### src/verilog/aes_pkg.sv
`default_nettype none

package aes_pkg;

  typedef logic [7:0]   byte_t;
  typedef logic [127:0] block_t;  // byte 0 in the top bits
  typedef logic [31:0]  word_t;
  typedef logic [3:0]   round_t;
  typedef logic [4:0]   step_t;

  typedef enum logic [2:0] {
    ST_IDLE,
    ST_ADD_KEY,
    ST_SUB_BYTES,
    ST_SUB_WORD,
    ST_MIX
  } aes_phase_e;

  localparam int unsigned NUM_ROUNDS  = 10;
  localparam int unsigned BLOCK_BYTES = 16;
  localparam int unsigned WORD_BYTES  = 4;
  localparam byte_t       GF_POLY     = 8'h1b;

  function automatic byte_t xtime(byte_t b);
    return b[7] ? ({b[6:0], 1'b0} ^ GF_POLY) : {b[6:0], 1'b0};
  endfunction

  function automatic byte_t mul3(byte_t b);
    return xtime(b) ^ b;
  endfunction

  // powers of two wrap past 8'h80
  function automatic byte_t rcon_of(round_t r);
    byte_t rc;
    case (r)
      4'd9:    rc = 8'h1b;
      4'd10:   rc = 8'h36;
      default: rc = (r != 4'd0 && r <= 4'd8) ? (8'h01 << (r - 4'd1)) : 8'h00;
    endcase
    return rc;
  endfunction

endpackage

`default_nettype wire

### src/verilog/aes_ctrl_if.sv
`timescale 1ns/1ps
`default_nettype none

interface aes_ctrl_if;

  aes_pkg::aes_phase_e phase;
  aes_pkg::round_t     round;
  aes_pkg::step_t      step;
  logic                lookup_last;  // final step of a lookup phase
  logic                round_last;

  modport fsm (
    output phase,
    input  lookup_last, round_last
  );

  modport cnt (
    output round, step, lookup_last, round_last,
    input  phase
  );

  modport data (
    input phase, round, step, lookup_last, round_last
  );

endinterface

`default_nettype wire

### src/verilog/aes_ctrl_fsm.sv
`timescale 1ns/1ps
`default_nettype none

module aes_ctrl_fsm (
  input  logic    clk,
  input  logic    rst,
  input  logic    start_i,
  aes_ctrl_if.fsm ctrl,
  output logic    load_o,
  output logic    done_o
);

  aes_pkg::aes_phase_e phase_q;
  aes_pkg::aes_phase_e phase_d;

  assign ctrl.phase = phase_q;
  assign load_o     = (phase_q == aes_pkg::ST_IDLE) && start_i;  // capture strobe

  always_comb begin
    phase_d = phase_q;
    case (phase_q)
      aes_pkg::ST_IDLE: begin
        if (start_i) phase_d = aes_pkg::ST_ADD_KEY;
      end
      aes_pkg::ST_ADD_KEY: begin
        phase_d = ctrl.round_last ? aes_pkg::ST_IDLE : aes_pkg::ST_SUB_BYTES;
      end
      aes_pkg::ST_SUB_BYTES: begin
        if (ctrl.lookup_last) phase_d = aes_pkg::ST_SUB_WORD;
      end
      aes_pkg::ST_SUB_WORD: begin
        // no mix columns in the final round
        if (ctrl.lookup_last) begin
          phase_d = ctrl.round_last ? aes_pkg::ST_ADD_KEY : aes_pkg::ST_MIX;
        end
      end
      aes_pkg::ST_MIX: phase_d = aes_pkg::ST_ADD_KEY;
      default: phase_d = aes_pkg::ST_IDLE;
    endcase
  end

  always_ff @(posedge clk) begin
    if (rst) begin
      phase_q <= aes_pkg::ST_IDLE;
      done_o  <= 1'b0;
    end else begin
      phase_q <= phase_d;
      done_o  <= (phase_q == aes_pkg::ST_ADD_KEY) && ctrl.round_last;
    end
  end

  a_done_after_add_key : assert property (@(posedge clk) disable iff (rst)
    done_o |-> $past(phase_q) == aes_pkg::ST_ADD_KEY &&
               $past(phase_q, 2) == aes_pkg::ST_SUB_WORD)
    else $error("done without the final key word lookup and add round key");

  a_idle_needs_start : assert property (@(posedge clk) disable iff (rst)
    (phase_q == aes_pkg::ST_IDLE && !start_i) |=> phase_q == aes_pkg::ST_IDLE)
    else $error("left idle without start");

endmodule

`default_nettype wire

### src/verilog/aes_step_counter.sv
`timescale 1ns/1ps
`default_nettype none

module aes_step_counter #(
  parameter int unsigned ROM_LATENCY = 1
) (
  input  logic    clk,
  input  logic    rst,
  aes_ctrl_if.cnt ctrl
);

  // last step index of each lookup phase
  localparam aes_pkg::step_t BYTES_LAST =
    aes_pkg::step_t'(aes_pkg::BLOCK_BYTES + ROM_LATENCY);
  localparam aes_pkg::step_t WORD_LAST =
    aes_pkg::step_t'(aes_pkg::WORD_BYTES + ROM_LATENCY);

  aes_pkg::step_t  step_q;
  aes_pkg::round_t round_q;
  logic            in_lookup;

  assign in_lookup = (ctrl.phase == aes_pkg::ST_SUB_BYTES) ||
                     (ctrl.phase == aes_pkg::ST_SUB_WORD);

  assign ctrl.step        = step_q;
  assign ctrl.round       = round_q;
  assign ctrl.lookup_last = (ctrl.phase == aes_pkg::ST_SUB_BYTES && step_q == BYTES_LAST) ||
                            (ctrl.phase == aes_pkg::ST_SUB_WORD && step_q == WORD_LAST);
  assign ctrl.round_last  = (round_q == aes_pkg::round_t'(aes_pkg::NUM_ROUNDS));

  always_ff @(posedge clk) begin
    if (rst) begin
      step_q  <= '0;
      round_q <= '0;
    end else begin
      if (!in_lookup || ctrl.lookup_last) step_q <= '0;  // next phase starts at 0
      else step_q <= step_q + 1'b1;
      if (ctrl.phase == aes_pkg::ST_IDLE) round_q <= '0;
      else if (ctrl.phase == aes_pkg::ST_ADD_KEY) round_q <= round_q + 1'b1;
    end
  end

  a_step_bound : assert property (@(posedge clk) disable iff (rst)
    in_lookup |->
      step_q <= (ctrl.phase == aes_pkg::ST_SUB_BYTES ? BYTES_LAST : WORD_LAST))
    else $error("lookup step ran past its phase length");

endmodule

`default_nettype wire

### src/verilog/aes_sbox_lookup.sv
`timescale 1ns/1ps
`default_nettype none

module aes_sbox_lookup #(
  parameter int unsigned ROM_LATENCY = 1
) (
  input  logic            clk,
  input  logic            rst,
  aes_ctrl_if.data        ctrl,
  input  aes_pkg::block_t state_block_i,
  input  aes_pkg::word_t  key_word_i,
  input  aes_pkg::byte_t  rom_data_i,
  output aes_pkg::byte_t  rom_addr_o,
  output aes_pkg::block_t sub_block_o,
  output aes_pkg::word_t  sub_word_o
);

  // address register plus rom delay
  localparam aes_pkg::step_t CAP_OFS = aes_pkg::step_t'(ROM_LATENCY + 1);

  aes_pkg::word_t  rot_word;
  aes_pkg::step_t  cap_idx;
  logic            cap_valid;
  aes_pkg::block_t blk_q;
  aes_pkg::word_t  wrd_q;

  assign rot_word  = {key_word_i[23:0], key_word_i[31:24]};  // RotWord
  assign cap_valid = (ctrl.step >= CAP_OFS);
  assign cap_idx   = ctrl.step - CAP_OFS;

  always_ff @(posedge clk) begin
    if (rst) begin
      rom_addr_o <= '0;
    end else if (ctrl.phase == aes_pkg::ST_SUB_BYTES && ctrl.step < aes_pkg::BLOCK_BYTES) begin
      rom_addr_o <= state_block_i[8*(aes_pkg::BLOCK_BYTES-1-ctrl.step) +: 8];
    end else if (ctrl.phase == aes_pkg::ST_SUB_WORD && ctrl.step < aes_pkg::WORD_BYTES) begin
      rom_addr_o <= rot_word[8*(aes_pkg::WORD_BYTES-1-ctrl.step) +: 8];
    end
  end

  always_ff @(posedge clk) begin
    if (cap_valid && ctrl.phase == aes_pkg::ST_SUB_BYTES) begin
      blk_q[8*(aes_pkg::BLOCK_BYTES-1-cap_idx) +: 8] <= rom_data_i;
    end
    if (cap_valid && ctrl.phase == aes_pkg::ST_SUB_WORD) begin
      wrd_q[8*(aes_pkg::WORD_BYTES-1-cap_idx) +: 8] <= rom_data_i;
    end
  end

  // last byte is still on the rom bus when the phase ends
  always_comb begin
    sub_block_o = blk_q;
    sub_word_o  = wrd_q;
    if (ctrl.lookup_last && ctrl.phase == aes_pkg::ST_SUB_BYTES) sub_block_o[7:0] = rom_data_i;
    if (ctrl.lookup_last && ctrl.phase == aes_pkg::ST_SUB_WORD) sub_word_o[7:0] = rom_data_i;
  end

  a_addr_in_lookup : assert property (@(posedge clk) disable iff (rst)
    (!$past(rst) && !$stable(rom_addr_o)) |->
      $past(ctrl.phase) inside {aes_pkg::ST_SUB_BYTES, aes_pkg::ST_SUB_WORD})
    else $error("rom address moved outside a lookup phase");

endmodule

`default_nettype wire

### src/verilog/aes_key_expand.sv
`timescale 1ns/1ps
`default_nettype none

module aes_key_expand (
  input  logic            clk,
  input  logic            rst,
  aes_ctrl_if.data        ctrl,
  input  logic            load_i,
  input  aes_pkg::block_t key_i,
  input  aes_pkg::word_t  sub_word_i,
  output aes_pkg::word_t  key_word_o,
  output aes_pkg::block_t round_key_o
);

  aes_pkg::block_t key_q;
  aes_pkg::block_t next_key;

  assign key_word_o  = key_q[31:0];  // w3 feeds the next SubWord
  assign round_key_o = key_q;

  // each new word chains off the one before it
  always_comb begin
    aes_pkg::word_t acc;
    acc = sub_word_i ^ {aes_pkg::rcon_of(ctrl.round), 24'h000000};
    for (int i = 0; i < aes_pkg::WORD_BYTES; i++) begin
      acc = acc ^ key_q[32*(aes_pkg::WORD_BYTES-1-i) +: 32];
      next_key[32*(aes_pkg::WORD_BYTES-1-i) +: 32] = acc;
    end
  end

  always_ff @(posedge clk) begin
    if (rst) begin
      key_q <= '0;
    end else if (load_i) begin
      key_q <= key_i;
    end else if (ctrl.phase == aes_pkg::ST_SUB_WORD && ctrl.lookup_last) begin
      key_q <= next_key;  // round key for the coming add
    end
  end

endmodule

`default_nettype wire

### src/verilog/aes_state_path.sv
`timescale 1ns/1ps
`default_nettype none

module aes_state_path (
  input  logic            clk,
  input  logic            rst,
  aes_ctrl_if.data        ctrl,
  input  logic            load_i,
  input  aes_pkg::block_t plaintext_i,
  input  aes_pkg::block_t round_key_i,
  input  aes_pkg::block_t sub_block_i,
  output aes_pkg::block_t state_o
);

  aes_pkg::block_t pt_q;
  aes_pkg::block_t state_q;
  aes_pkg::block_t shifted;
  aes_pkg::block_t mixed;

  function automatic aes_pkg::byte_t byte_at(aes_pkg::block_t b, int unsigned idx);
    return b[8*(aes_pkg::BLOCK_BYTES-1-idx) +: 8];
  endfunction

  assign state_o = state_q;

  // byte index is 4*col + row, row r rotates left by r columns
  always_comb begin
    for (int c = 0; c < aes_pkg::WORD_BYTES; c++) begin
      for (int r = 0; r < aes_pkg::WORD_BYTES; r++) begin
        shifted[8*(aes_pkg::BLOCK_BYTES-1-(4*c+r)) +: 8] =
          byte_at(sub_block_i, 4*((c+r)%4) + r);
      end
    end
  end

  // circulant 2 3 1 1 per column
  always_comb begin
    for (int c = 0; c < aes_pkg::WORD_BYTES; c++) begin
      for (int r = 0; r < aes_pkg::WORD_BYTES; r++) begin
        mixed[8*(aes_pkg::BLOCK_BYTES-1-(4*c+r)) +: 8] =
          aes_pkg::xtime(byte_at(state_q, 4*c + r)) ^
          aes_pkg::mul3(byte_at(state_q, 4*c + (r+1)%4)) ^
          byte_at(state_q, 4*c + (r+2)%4) ^
          byte_at(state_q, 4*c + (r+3)%4);
      end
    end
  end

  always_ff @(posedge clk) begin
    if (load_i) pt_q <= plaintext_i;
  end

  always_ff @(posedge clk) begin
    if (rst) begin
      state_q <= '0;
    end else begin
      case (ctrl.phase)
        aes_pkg::ST_ADD_KEY: begin
          // round 0 starts from the captured plaintext
          state_q <= (ctrl.round == '0 ? pt_q : state_q) ^ round_key_i;
        end
        aes_pkg::ST_SUB_BYTES: begin
          if (ctrl.lookup_last) state_q <= shifted;
        end
        aes_pkg::ST_MIX: state_q <= mixed;
        default: state_q <= state_q;
      endcase
    end
  end

endmodule

`default_nettype wire

### src/verilog/aes_core.sv
`timescale 1ns/1ps
`default_nettype none

module aes_core #(
  parameter int unsigned ROM_LATENCY = 1
) (
  input  logic            clk,
  input  logic            rst,
  input  logic            start_i,
  input  aes_pkg::block_t plaintext_i,
  input  aes_pkg::block_t key_i,
  input  aes_pkg::byte_t  rom_data_i,
  output aes_pkg::byte_t  rom_addr_o,
  output aes_pkg::block_t ciphertext_o,
  output logic            done_o
);

  aes_ctrl_if ctrl ();

  logic            load;
  aes_pkg::block_t state_blk;
  aes_pkg::block_t sub_block;
  aes_pkg::block_t round_key;
  aes_pkg::word_t  sub_word;
  aes_pkg::word_t  key_word;

  assign ciphertext_o = state_blk;  // state after the last add is the result

  aes_ctrl_fsm fsm0 (
    .clk(clk), .rst(rst), .start_i(start_i), .ctrl(ctrl.fsm), .load_o(load), .done_o(done_o)
  );

  aes_step_counter #(.ROM_LATENCY(ROM_LATENCY)) cnt0 (
    .clk(clk), .rst(rst), .ctrl(ctrl.cnt)
  );

  aes_sbox_lookup #(.ROM_LATENCY(ROM_LATENCY)) sbox0 (
    .clk(clk), .rst(rst), .ctrl(ctrl.data),
    .state_block_i(state_blk), .key_word_i(key_word),
    .rom_data_i(rom_data_i), .rom_addr_o(rom_addr_o),
    .sub_block_o(sub_block), .sub_word_o(sub_word)
  );

  aes_key_expand key0 (
    .clk(clk), .rst(rst), .ctrl(ctrl.data), .load_i(load), .key_i(key_i),
    .sub_word_i(sub_word), .key_word_o(key_word), .round_key_o(round_key)
  );

  aes_state_path state0 (
    .clk(clk), .rst(rst), .ctrl(ctrl.data), .load_i(load), .plaintext_i(plaintext_i),
    .round_key_i(round_key), .sub_block_i(sub_block), .state_o(state_blk)
  );

endmodule

`default_nettype wire

### config.mk
export PLATFORM = sky130hd
export DESIGN_NAME = aes_core
export DESIGN_NICKNAME = d
export VERILOG_FILES = /design/src/verilog/aes_pkg.sv /design/src/verilog/aes_ctrl_if.sv /design/src/verilog/aes_ctrl_fsm.sv /design/src/verilog/aes_step_counter.sv /design/src/verilog/aes_sbox_lookup.sv /design/src/verilog/aes_key_expand.sv /design/src/verilog/aes_state_path.sv /design/src/verilog/aes_core.sv
export SDC_FILE = /design/constraint.sdc
export NUM_CORES = 1
export LEC_CHECK = 0
export BUFFER_PORTS_ARGS = -buffer_cell sky130_fd_sc_hd__buf_2
export CAP_MARGIN = 5
export CORE_UTILIZATION = 29
export DETAILED_ROUTE_END_ITERATION = 6
export SYNTH_ARGS = -nofsm -noshare
export SYNTH_HDL_FRONTEND = slang
export SYNTH_HIERARCHICAL = 1
export SYNTH_SLANG_ARGS = --single-unit
### constraint.sdc
create_clock -name clk -period 47.7 [get_ports clk]
set_input_delay 14.31 -clock clk [delete_from_list [all_inputs] [get_ports clk]]
set_output_delay 14.31 -clock clk [all_outputs]
set_load 0.05 [all_outputs]
# After elaboration in Yosys (flattened, before gate mapping)
# Cells that the tools add are included.
[word_totals] wordCells=188 input_bits=267 output_inout_bits=137 register_bits=565
[op_classes] muxes=35 n_bitwise=86 magnitude_cmp=4 add_sub_neg=10 shift=7 n_reduce_logical=25 eq_ne=11
[op_table] cell="128-bit two-way mux" count=4
[op_table] cell="8-bit bitwise XOR" count=64
[op_table] cell="128-bit case mux with 3 select lines" count=1
[op_table] cell="32-bit bitwise XOR" count=5
[op_table] cell="128-bit bitwise mux" count=1
[op_table] cell="8-bit by 34-bit variable shift with 128-bit output, first input constant" count=1
[op_table] cell="128-bit by 33-bit indexed part select with 8-bit output" count=1
[op_table] cell="8-bit by 34-bit indexed part select with 128-bit output" count=1
[op_table] cell="128-bit bitwise XOR" count=1
[op_table] cell="5-bit two-way mux" count=16
[op_table] cell="32-bit negator with 34-bit output" count=2
[op_table] cell="4-bit inverter" count=16
[op_table] cell="8-bit two-way mux" count=5
[op_table] cell="8-bit by 34-bit variable shift with 32-bit output, first input constant" count=1
[op_table] cell="8-bit by 34-bit indexed part select with 32-bit output" count=1
[op_table] cell="32-bit by 33-bit indexed part select with 8-bit output" count=1
[op_table] cell="32-bit bitwise mux" count=1
[op_table] cell="8-bit case mux with 2 select lines" count=1
[op_table] cell="3-bit case mux with 5 select lines" count=1
[op_table] cell="3-bit two-way mux" count=4
[op_table] cell="2-bit by 5-bit subtractor with 6-bit output, first input constant" count=2
[op_table] cell="4-bit by 5-bit subtractor with 6-bit output, first input constant" count=2
[op_table] cell="1-bit logical AND" count=11
[op_table] cell="4-bit == test, second input constant" count=2
[op_table] cell="other kinds (27)" count=33

# Depth between registers and ports, before layout
# Gate-level depths: netlist of the first run.
[depth] ltp_word=12 mapped_depth=14 ltp_nobuf=11

# Modules after synthesis
# Netlist of the first run, hierarchy kept.
[by_module_without_submodules] module="aes_state_path" seq_area_each_um2=6406.1 area_each_um2=17314.1 n_inst=1 cells_each=1798
[by_module_without_submodules] module="aes_sbox_lookup" seq_area_each_um2=4964.8 area_each_um2=9590.4 n_inst=1 cells_each=818
[by_module_without_submodules] module="aes_key_expand" seq_area_each_um2=2562.5 area_each_um2=7442.1 n_inst=1 cells_each=834
[by_module_without_submodules] module="aes_step_counter" seq_area_each_um2=180.2 area_each_um2=451.7 n_inst=1 cells_each=48
[by_module_without_submodules] module="aes_ctrl_fsm" seq_area_each_um2=80.1 area_each_um2=183.9 n_inst=1 cells_each=19

# Worst setup path before layout of the first run
# Ideal clock, no wire load.
[synth_timing] kind="input to register" start="input start_i" end="register key0.key_q[83], in the netlist key0/round_key_o[83]" n_path_buf=2 t_required_ns=47.572 arrival_ns=29.357 setup_ns=0.128 path_stages=6 slack_ns=18.215 path_cell_list="nor4b_1 inv_1 clkbuf_1 buf_1 mux2i_1 nor2_1"
[synth_between] elab_chain_cells=2 elab_cells_between_ends=3 classes_between="1 x mux; 2 x reduce/logical"
[synth_lines] element="start: declaration" line_no="aes_core.sv:9" source="input logic start_i,"
[synth_lines] element="1-bit logical AND *" line_no="aes_ctrl_fsm.sv:17" source="assign load_o = (phase_q == aes_pkg::ST_IDLE) && start_i;"
[synth_lines] element="128-bit two-way mux or 2-bit nonzero test (tied branches)"
[synth_lines] element="end signal: assignment" line_no="aes_key_expand.sv:35" source="key_q <= key_i;"
[synth_lines] element="end signal: assignment" line_no="aes_key_expand.sv:37" source="key_q <= next_key;"
[synth_lines] element="end: declaration" line_no="aes_key_expand.sv:15" source="aes_pkg::block_t key_q;"
# Every way passes the cells marked *; elsewhere a longest branch is shown, timed or not.
# A chain may end at the register's enable or synchronous reset.

# Final worst setup path of the first run
[layout_timing] start="input rst" end="register key0.key_q[123], in the netlist key0/round_key_o[123]"
[layout_lines] element="start: declaration" line_no="aes_core.sv:8" source="input logic rst,"
# No word-level cell between the ends.

==> results.py, run 1 <==
metrics = {
    "status": {
        "outcome": "completed",
    },
    "floorplanning": {
        "die_w_um": 349,
        "die-area_mm2": 0.122,
        "initial_utilization_pct": 29.2,
        "core-area_mm2": 0.120,
        "fp-row-count": 127,
        "die_y_um": 349,
        "io_pins": 404,
    },
    "drt": {
        "ant_nets": 0,
        "drt_iter0_markers": 3426,
        "via_count": 27900,
        "via_per_inst": 5.37,
        "post_drt_wl_per_cell_um": 28.1,
        "drc": 0,
        "firstDrtPassIters": 7,
        "postRouteWirelength_um": 146000,
    },
    "yosys": {
        "avgSynthCellArea_um2": 9.95,
        "ys_types": 78,
        "synthArstFlopShare_pct": 0,
        "synth_nets": 3812,
        "synth_area_mm2": 0.0350,
        "ys_seq_area_share_pct": 40.6,
        "yosys.area.top_type": "edfxtp_1",
        "synth_flop_cell": "edfxtp_1",
        "ys_warn_count": 6,
        "synth_edf_count": 288,
        "synthTopCellsByArea": "edfxtp_1 25%, dfxtp_1 16%, xnor2_1 12%",
        "netlist_instances": 3517,
        "synth_seq_cells": 565,
        "synth_top_area_share_pct": 24.7,
    },
    "timing": {
        "slew_violations": 0,
        "setup_tns_ns": 0,
        "max_freq_mhz": 62.0,
        "hold_slack_ns": 0.575,
        "rsz0062_at_grt": "no",
        "finalSetupViolCount": 0,
        "final-hold-violation-count": 0,
        "fin_crit_sh_pct": 33.8,
        "tightest_slew_ns": 1.23,
        "period_needed_ns": 16.12,
        "skew_ns": 0.0232,
        "slew_headroom_pct": 17.2,
    },
    "global_routing": {
        "grt_max_degree": 187,
        "overflow": 0,
        "grt_pass1_vias": 26100,
        "antenna_found_initial": 18,
        "grt_first_pass_wirelength_um": 200000,
        "track_usage_pct": 23.0,
    },
    "setup_path": {
        "r2r-start": "cnt0/ctrl.step[2]",
        "cp-startpoint": "rst",
        "end_kind": "register",
        "critical_path_class": "in -> reg",
        "startpoint_type": "input pin",
        "crit_required_ns": 48.19,
        "arrival_ns": 16.60,
        "path_max_fanout": 86,
    },
    "clock_network": {
        "cts-root-buf": "clkbuf_16",
        "cts_resized": 0,
        "cts.path.max_buffers": 3,
        "cts_tree": "yes",
        "clk_latency_ns": 0.68,
        "ctsHoldBuffers": 0,
        "cts_setup_buffers": 0,
        "cts_buffers": 61,
        "htreeDepth": 2,
        "clock_sinks": 565,
        "path_clk_slew_ns": 0.06,
    },
    "place": {
        "place_inst": 5067,
        "gp_congestion": 0.936,
        "post_dp_cell_area_mm2": 0.0367,
        "portBuffers": 403,
        "hpwl_um": 108000,
    },
    "job": {
        "cap_violations": 0,
    },
    "worst_hold_path": {
        "min_path_type": "reg -> reg",
        "hold_start": "key0/round_key_o[51]",
    },
    "layout": {
        "synthToLayoutAreaGrowth_pct": 10.8,
        "fin_area_mm2": 0.0388,
        "nets": 3814,
        "drive_gt1_share_pct": 18.6,
        "fin_cells": 5189,
    },
    "power": {
        "p_leak_uw": 0.0147,
        "vdd_ir_drop_max_v": 0.0000267,
        "powerDensity_mw_per_mm2": 42.1,
    },
}
[kinds of logic (layout without fill, tap and decap cells)]
kind of cell / count (synthesis) / count (layout) / share of synthesized area, %
mux: 260 / 260 / 8.38
buf+inv: 537 / 591 / 8.29
compound gates: 547 / 547 / 10.8
fa+ha+maj: 28 / 28 / 1.00
flops: 565 / 565 / 40.6
simple gates: 864 / 864 / 11.6
xor+xnor: 716 / 716 / 19.3
other cells: 0 / 6 / 0
[layer usage]
layer  vias to the layer above  track usage [%]  share of wire, %
li1                      12100                -                 -
met1                     13800             29.3                40
met2                      1623             35.5                44
met3                       284             5.48               9.7
met4                        16             12.8               6.3
met5                         -                0             0.076
[synth_stat cells, drive strengths merged, types with 6 or more instances]
library cell,number
xor2,189
buf,266
dfxtp,277
and3,12
nor2,406
and2,35
o22ai,43
nand2b,12
nand3,30
edfxtp,288
xnor3,28
o21ai,111
clkbuf,243
mux2i,212
nor4,12
or3,40
a311oi,34
a221oi,107
nor3b,6
nor3,93
a21oi,85
nand2,147
mux2,24
o211ai,13
ha,28
nand4,8
nand3b,8
a211oi,105
inv,28
or2,11
nor4b,8
mux4,24
o21a,28
xnor2,499
a22oi,8
[critical path, cell delays in order]
cell,delay (ns)
buf_8,0.45
buf_4,0.84
buf_4,0.69
a221oi_1,0.11
[cells in the final DEF, fill, tap and decap left out, types with 12 or more instances in the layout]
cell / count
nor2_1: 403
mux2i_1: 212
and3_1: 12
a221oi_1: 106
or3_1: 40
xnor3_1: 28
buf_2: 402
a211oi_1: 103
nor3_1: 91
mux4_2: 24
clkbuf_16: 61
xor2_1: 185
o21ai_0: 109
buf_4: 43
inv_1: 24
nand3_1: 29
xnor2_1: 488
and2_1: 35
nand2_1: 146
o211ai_1: 13
a311oi_1: 33
dfxtp_1: 275
mux2_2: 24
edfxtp_1: 288
o22ai_1: 43
clkinv_2: 17
ha_1: 28
o21a_1: 28
a21oi_1: 82
[worst paths after layout]
check                                              to  slack (ns)  cells after the start
worst max register to register        sbox0/wrd_q[13]       42.28                     12
worst max-delay path            key0/round_key_o[123]       31.58                      4
worst min register to register   key0/round_key_o[51]        0.58                      2
worst min-delay path             key0/round_key_o[51]        0.58                      2
[registers in the layout, indices dropped and copies added, names as in the netlist]
name,cells
sbox0/blk_q,128
fsm0/done_o,1
state0/state_o,128
cnt0/ctrl.round,4
state0/pt_q,128
sbox0/rom_addr_o,8
fsm0/ctrl.phase,3
key0/round_key_o,128
sbox0/wrd_q,32
cnt0/ctrl.step,5
[where the power goes]
group          internal [uW]  switching [uW]  leakage (uW)
clock                    288             218       0.00103
combinational            201             289       0.00881
sequential               548            86.5       0.00481
[final cells by class]
cell class	instances	area [um^2]
Timing Repair Buffer	448	2370
Tap cell	1612	2020
Fill cell	12400	81100
Inverter	28	110
Clock inverter	39	429
Clock buffer	76	1640
Sequential cell	565	14200
Multi-Input combinational cell	2415	18000
Antenna cell	6	15.0
[through the flow]
stage	worst slack, ns	power [uW]	utilization, %
finish	31.58	1630	32.3
CTS	31.52	1630	32.3
floorplan	18.22	983	-
detailed placement	31.03	1120	30.6
global placement	31.06	1120	30.6
global route	31.51	1680	32.3
Power figures use the tool's default switching activity.
==> inputs of run 2 (changes only) <==
clock period = 13.3 ns   (was 47.7 ns; I/O delays follow)
==> results.py, run 2 (synthesis gave the netlist of run 1 again) <==
metrics = {
    "clock_network": {
        "path_clk_slew_ns": 0.06,
        "cts_buffers": 59,
        "cts_resized": 0,
        "clk_latency_ns": 0.66,
        "cts.path.max_buffers": 3,
        "cts_setup_buffers": 0,
        "ctsHoldBuffers": 0,
        "htreeDepth": 2,
        "cts_tree": "yes",
        "clock_sinks": 565,
        "cts-root-buf": "clkbuf_16",
    },
    "drt": {
        "via_per_inst": 5.33,
        "firstDrtPassIters": 6,
        "via_count": 27700,
        "drc": 0,
        "ant_nets": 0,
        "postRouteWirelength_um": 145000,
        "drt_iter0_markers": 3387,
        "post_drt_wl_per_cell_um": 27.9,
    },
    "timing": {
        "setup_tns_ns": 0,
        "slew_headroom_pct": 8.59,
        "max_freq_mhz": 171,
        "tightest_slew_ns": 1.36,
        "slew_violations": 0,
        "fin_ws_ns": 7.46,
        "rsz0062_at_grt": "no",
        "final-hold-violation-count": 0,
        "skew_ns": 0.0346,
        "fin_crit_sh_pct": 43.9,
        "finalSetupViolCount": 0,
        "hold_slack_ns": 0.556,
        "period_needed_ns": 5.84,
    },
    "place": {
        "portBuffers": 403,
        "place_inst": 5073,
        "place_ws_ns": 6.81,
        "hpwl_um": 107000,
        "gp_congestion": 0.942,
    },
    "setup_path": {
        "regToRegSetupSlack_ns": 8.28,
        "r2r-start": "cnt0/ctrl.step[2]",
        "r2r-end": "sbox0/blk_q[14]",
        "path_max_fanout": 68,
        "cp-startpoint": "start_i",
        "endpoint": "key0/round_key_o[59]",
        "arrival_ns": 6.40,
        "startpoint_type": "input pin",
        "end_kind": "register",
        "crit_required_ns": 13.86,
        "reg2regPathDepth": 12,
        "critical_path_class": "in -> reg",
    },
    "layout": {
        "drive_gt1_share_pct": 18.5,
        "nets": 3817,
        "fin_cells": 5196,
        "regArea_mm2": 0.0142,
        "layout_commonest_cell": "xnor2_1",
        "multi_input_area_mm2": 0.0180,
        "final_cell_mix": "488 x xnor2_1, 403 x nor2_1, 403 x buf_2",
        "synthToLayoutAreaGrowth_pct": 10.9,
        "n_fill_cell": 12300,
    },
    "floorplanning": {
        "die_y_um": 349,
        "fp-row-count": 127,
        "core-area_mm2": 0.120,
        "die_w_um": 349,
        "die-area_mm2": 0.122,
        "io_pins": 404,
        "initial_utilization_pct": 29.2,
    },
    "power": {
        "vdd_ir_drop_max_v": 0.000106,
        "powerDensity_mw_per_mm2": 151,
        "p_leak_uw": 0.0146,
    },
    "job": {
        "cap_violations": 0,
    },
    "global_routing": {
        "grt_max_degree": 130,
        "grt_pass1_vias": 26100,
        "overflow": 0,
        "antenna_found_initial": 20,
        "track_usage_pct": 22.8,
        "grt_first_pass_wirelength_um": 199000,
    },
    "status": {
        "outcome": "completed",
    },
    "worst_hold_path": {
        "min_path_type": "reg -> reg",
    },
}
==> run 2: changes by cell type in the layout (fill, tap and decap cells not counted), sizes merged <==
cell,previous run,this run
clkinv,25,18
diode,6,13
buf,447,453
inv,32,29
bufinv,8,10
clkinvlp,2,4
==> run 2: stage by stage <==
stage                     total power, uW  instance area [um^2]  utilization, %
final                                5860                 38800            32.4
after global routing                 6040                 38800            32.4
after CTS                            5840                 38800            32.4
after detailed placement             4030                 36700            30.6
after global placement               4010                 36700            30.6
after floorplan                      3510                 35000               -
==> run 2: worst min-delay path by stage <==
stage	start	to	slack (ns)	cells past startpoint
2_1_floorplan	key0/round_key_o[0]	key0/round_key_o[0]	0.49	2
3_3_place_gp	key0/round_key_o[50]	key0/round_key_o[50]	0.54	2
3_5_place_dp	key0/round_key_o[50]	key0/round_key_o[50]	0.54	2
4_1_cts	key0/round_key_o[50]	key0/round_key_o[50]	0.56	2
5_1_grt	key0/round_key_o[50]	key0/round_key_o[50]	0.57	2
6_report	key0/round_key_o[51]	key0/round_key_o[51]	0.56	2
==> run 2: area by class of cell <==
class                      instances  area share, %
clock inverter                    33           1.10
tap                             1612           5.20
sequential                       565           36.6
timing repair buffer             453           6.22
antenna                           13         0.0838
inverter                          28          0.284
clock buffer                      77           4.22
multi-input combinational       2415           46.3
==> run 2: routing by layer <==
metal / global-route usage, % / part of all wire (%)
met1: 29.5 / 40
met5: 0 / 0.037
met3: 5.01 / 10
met2: 35.1 / 44
met4: 12.8 / 6.4
==> run 2: critical path: stages <==
cell      delay, ns
buf_2          0.10
nor4b_4        0.31
buf_4          0.64
buf_4          0.79
a21oi_1        0.08
a221oi_1       0.31
==> run 2: power breakdown <==
group / total [uW] / internal [uW] / switching (uW)
clock network: 1820 / 1060 / 763
logic: 1770 / 724 / 1040
registers: 2270 / 1960 / 305
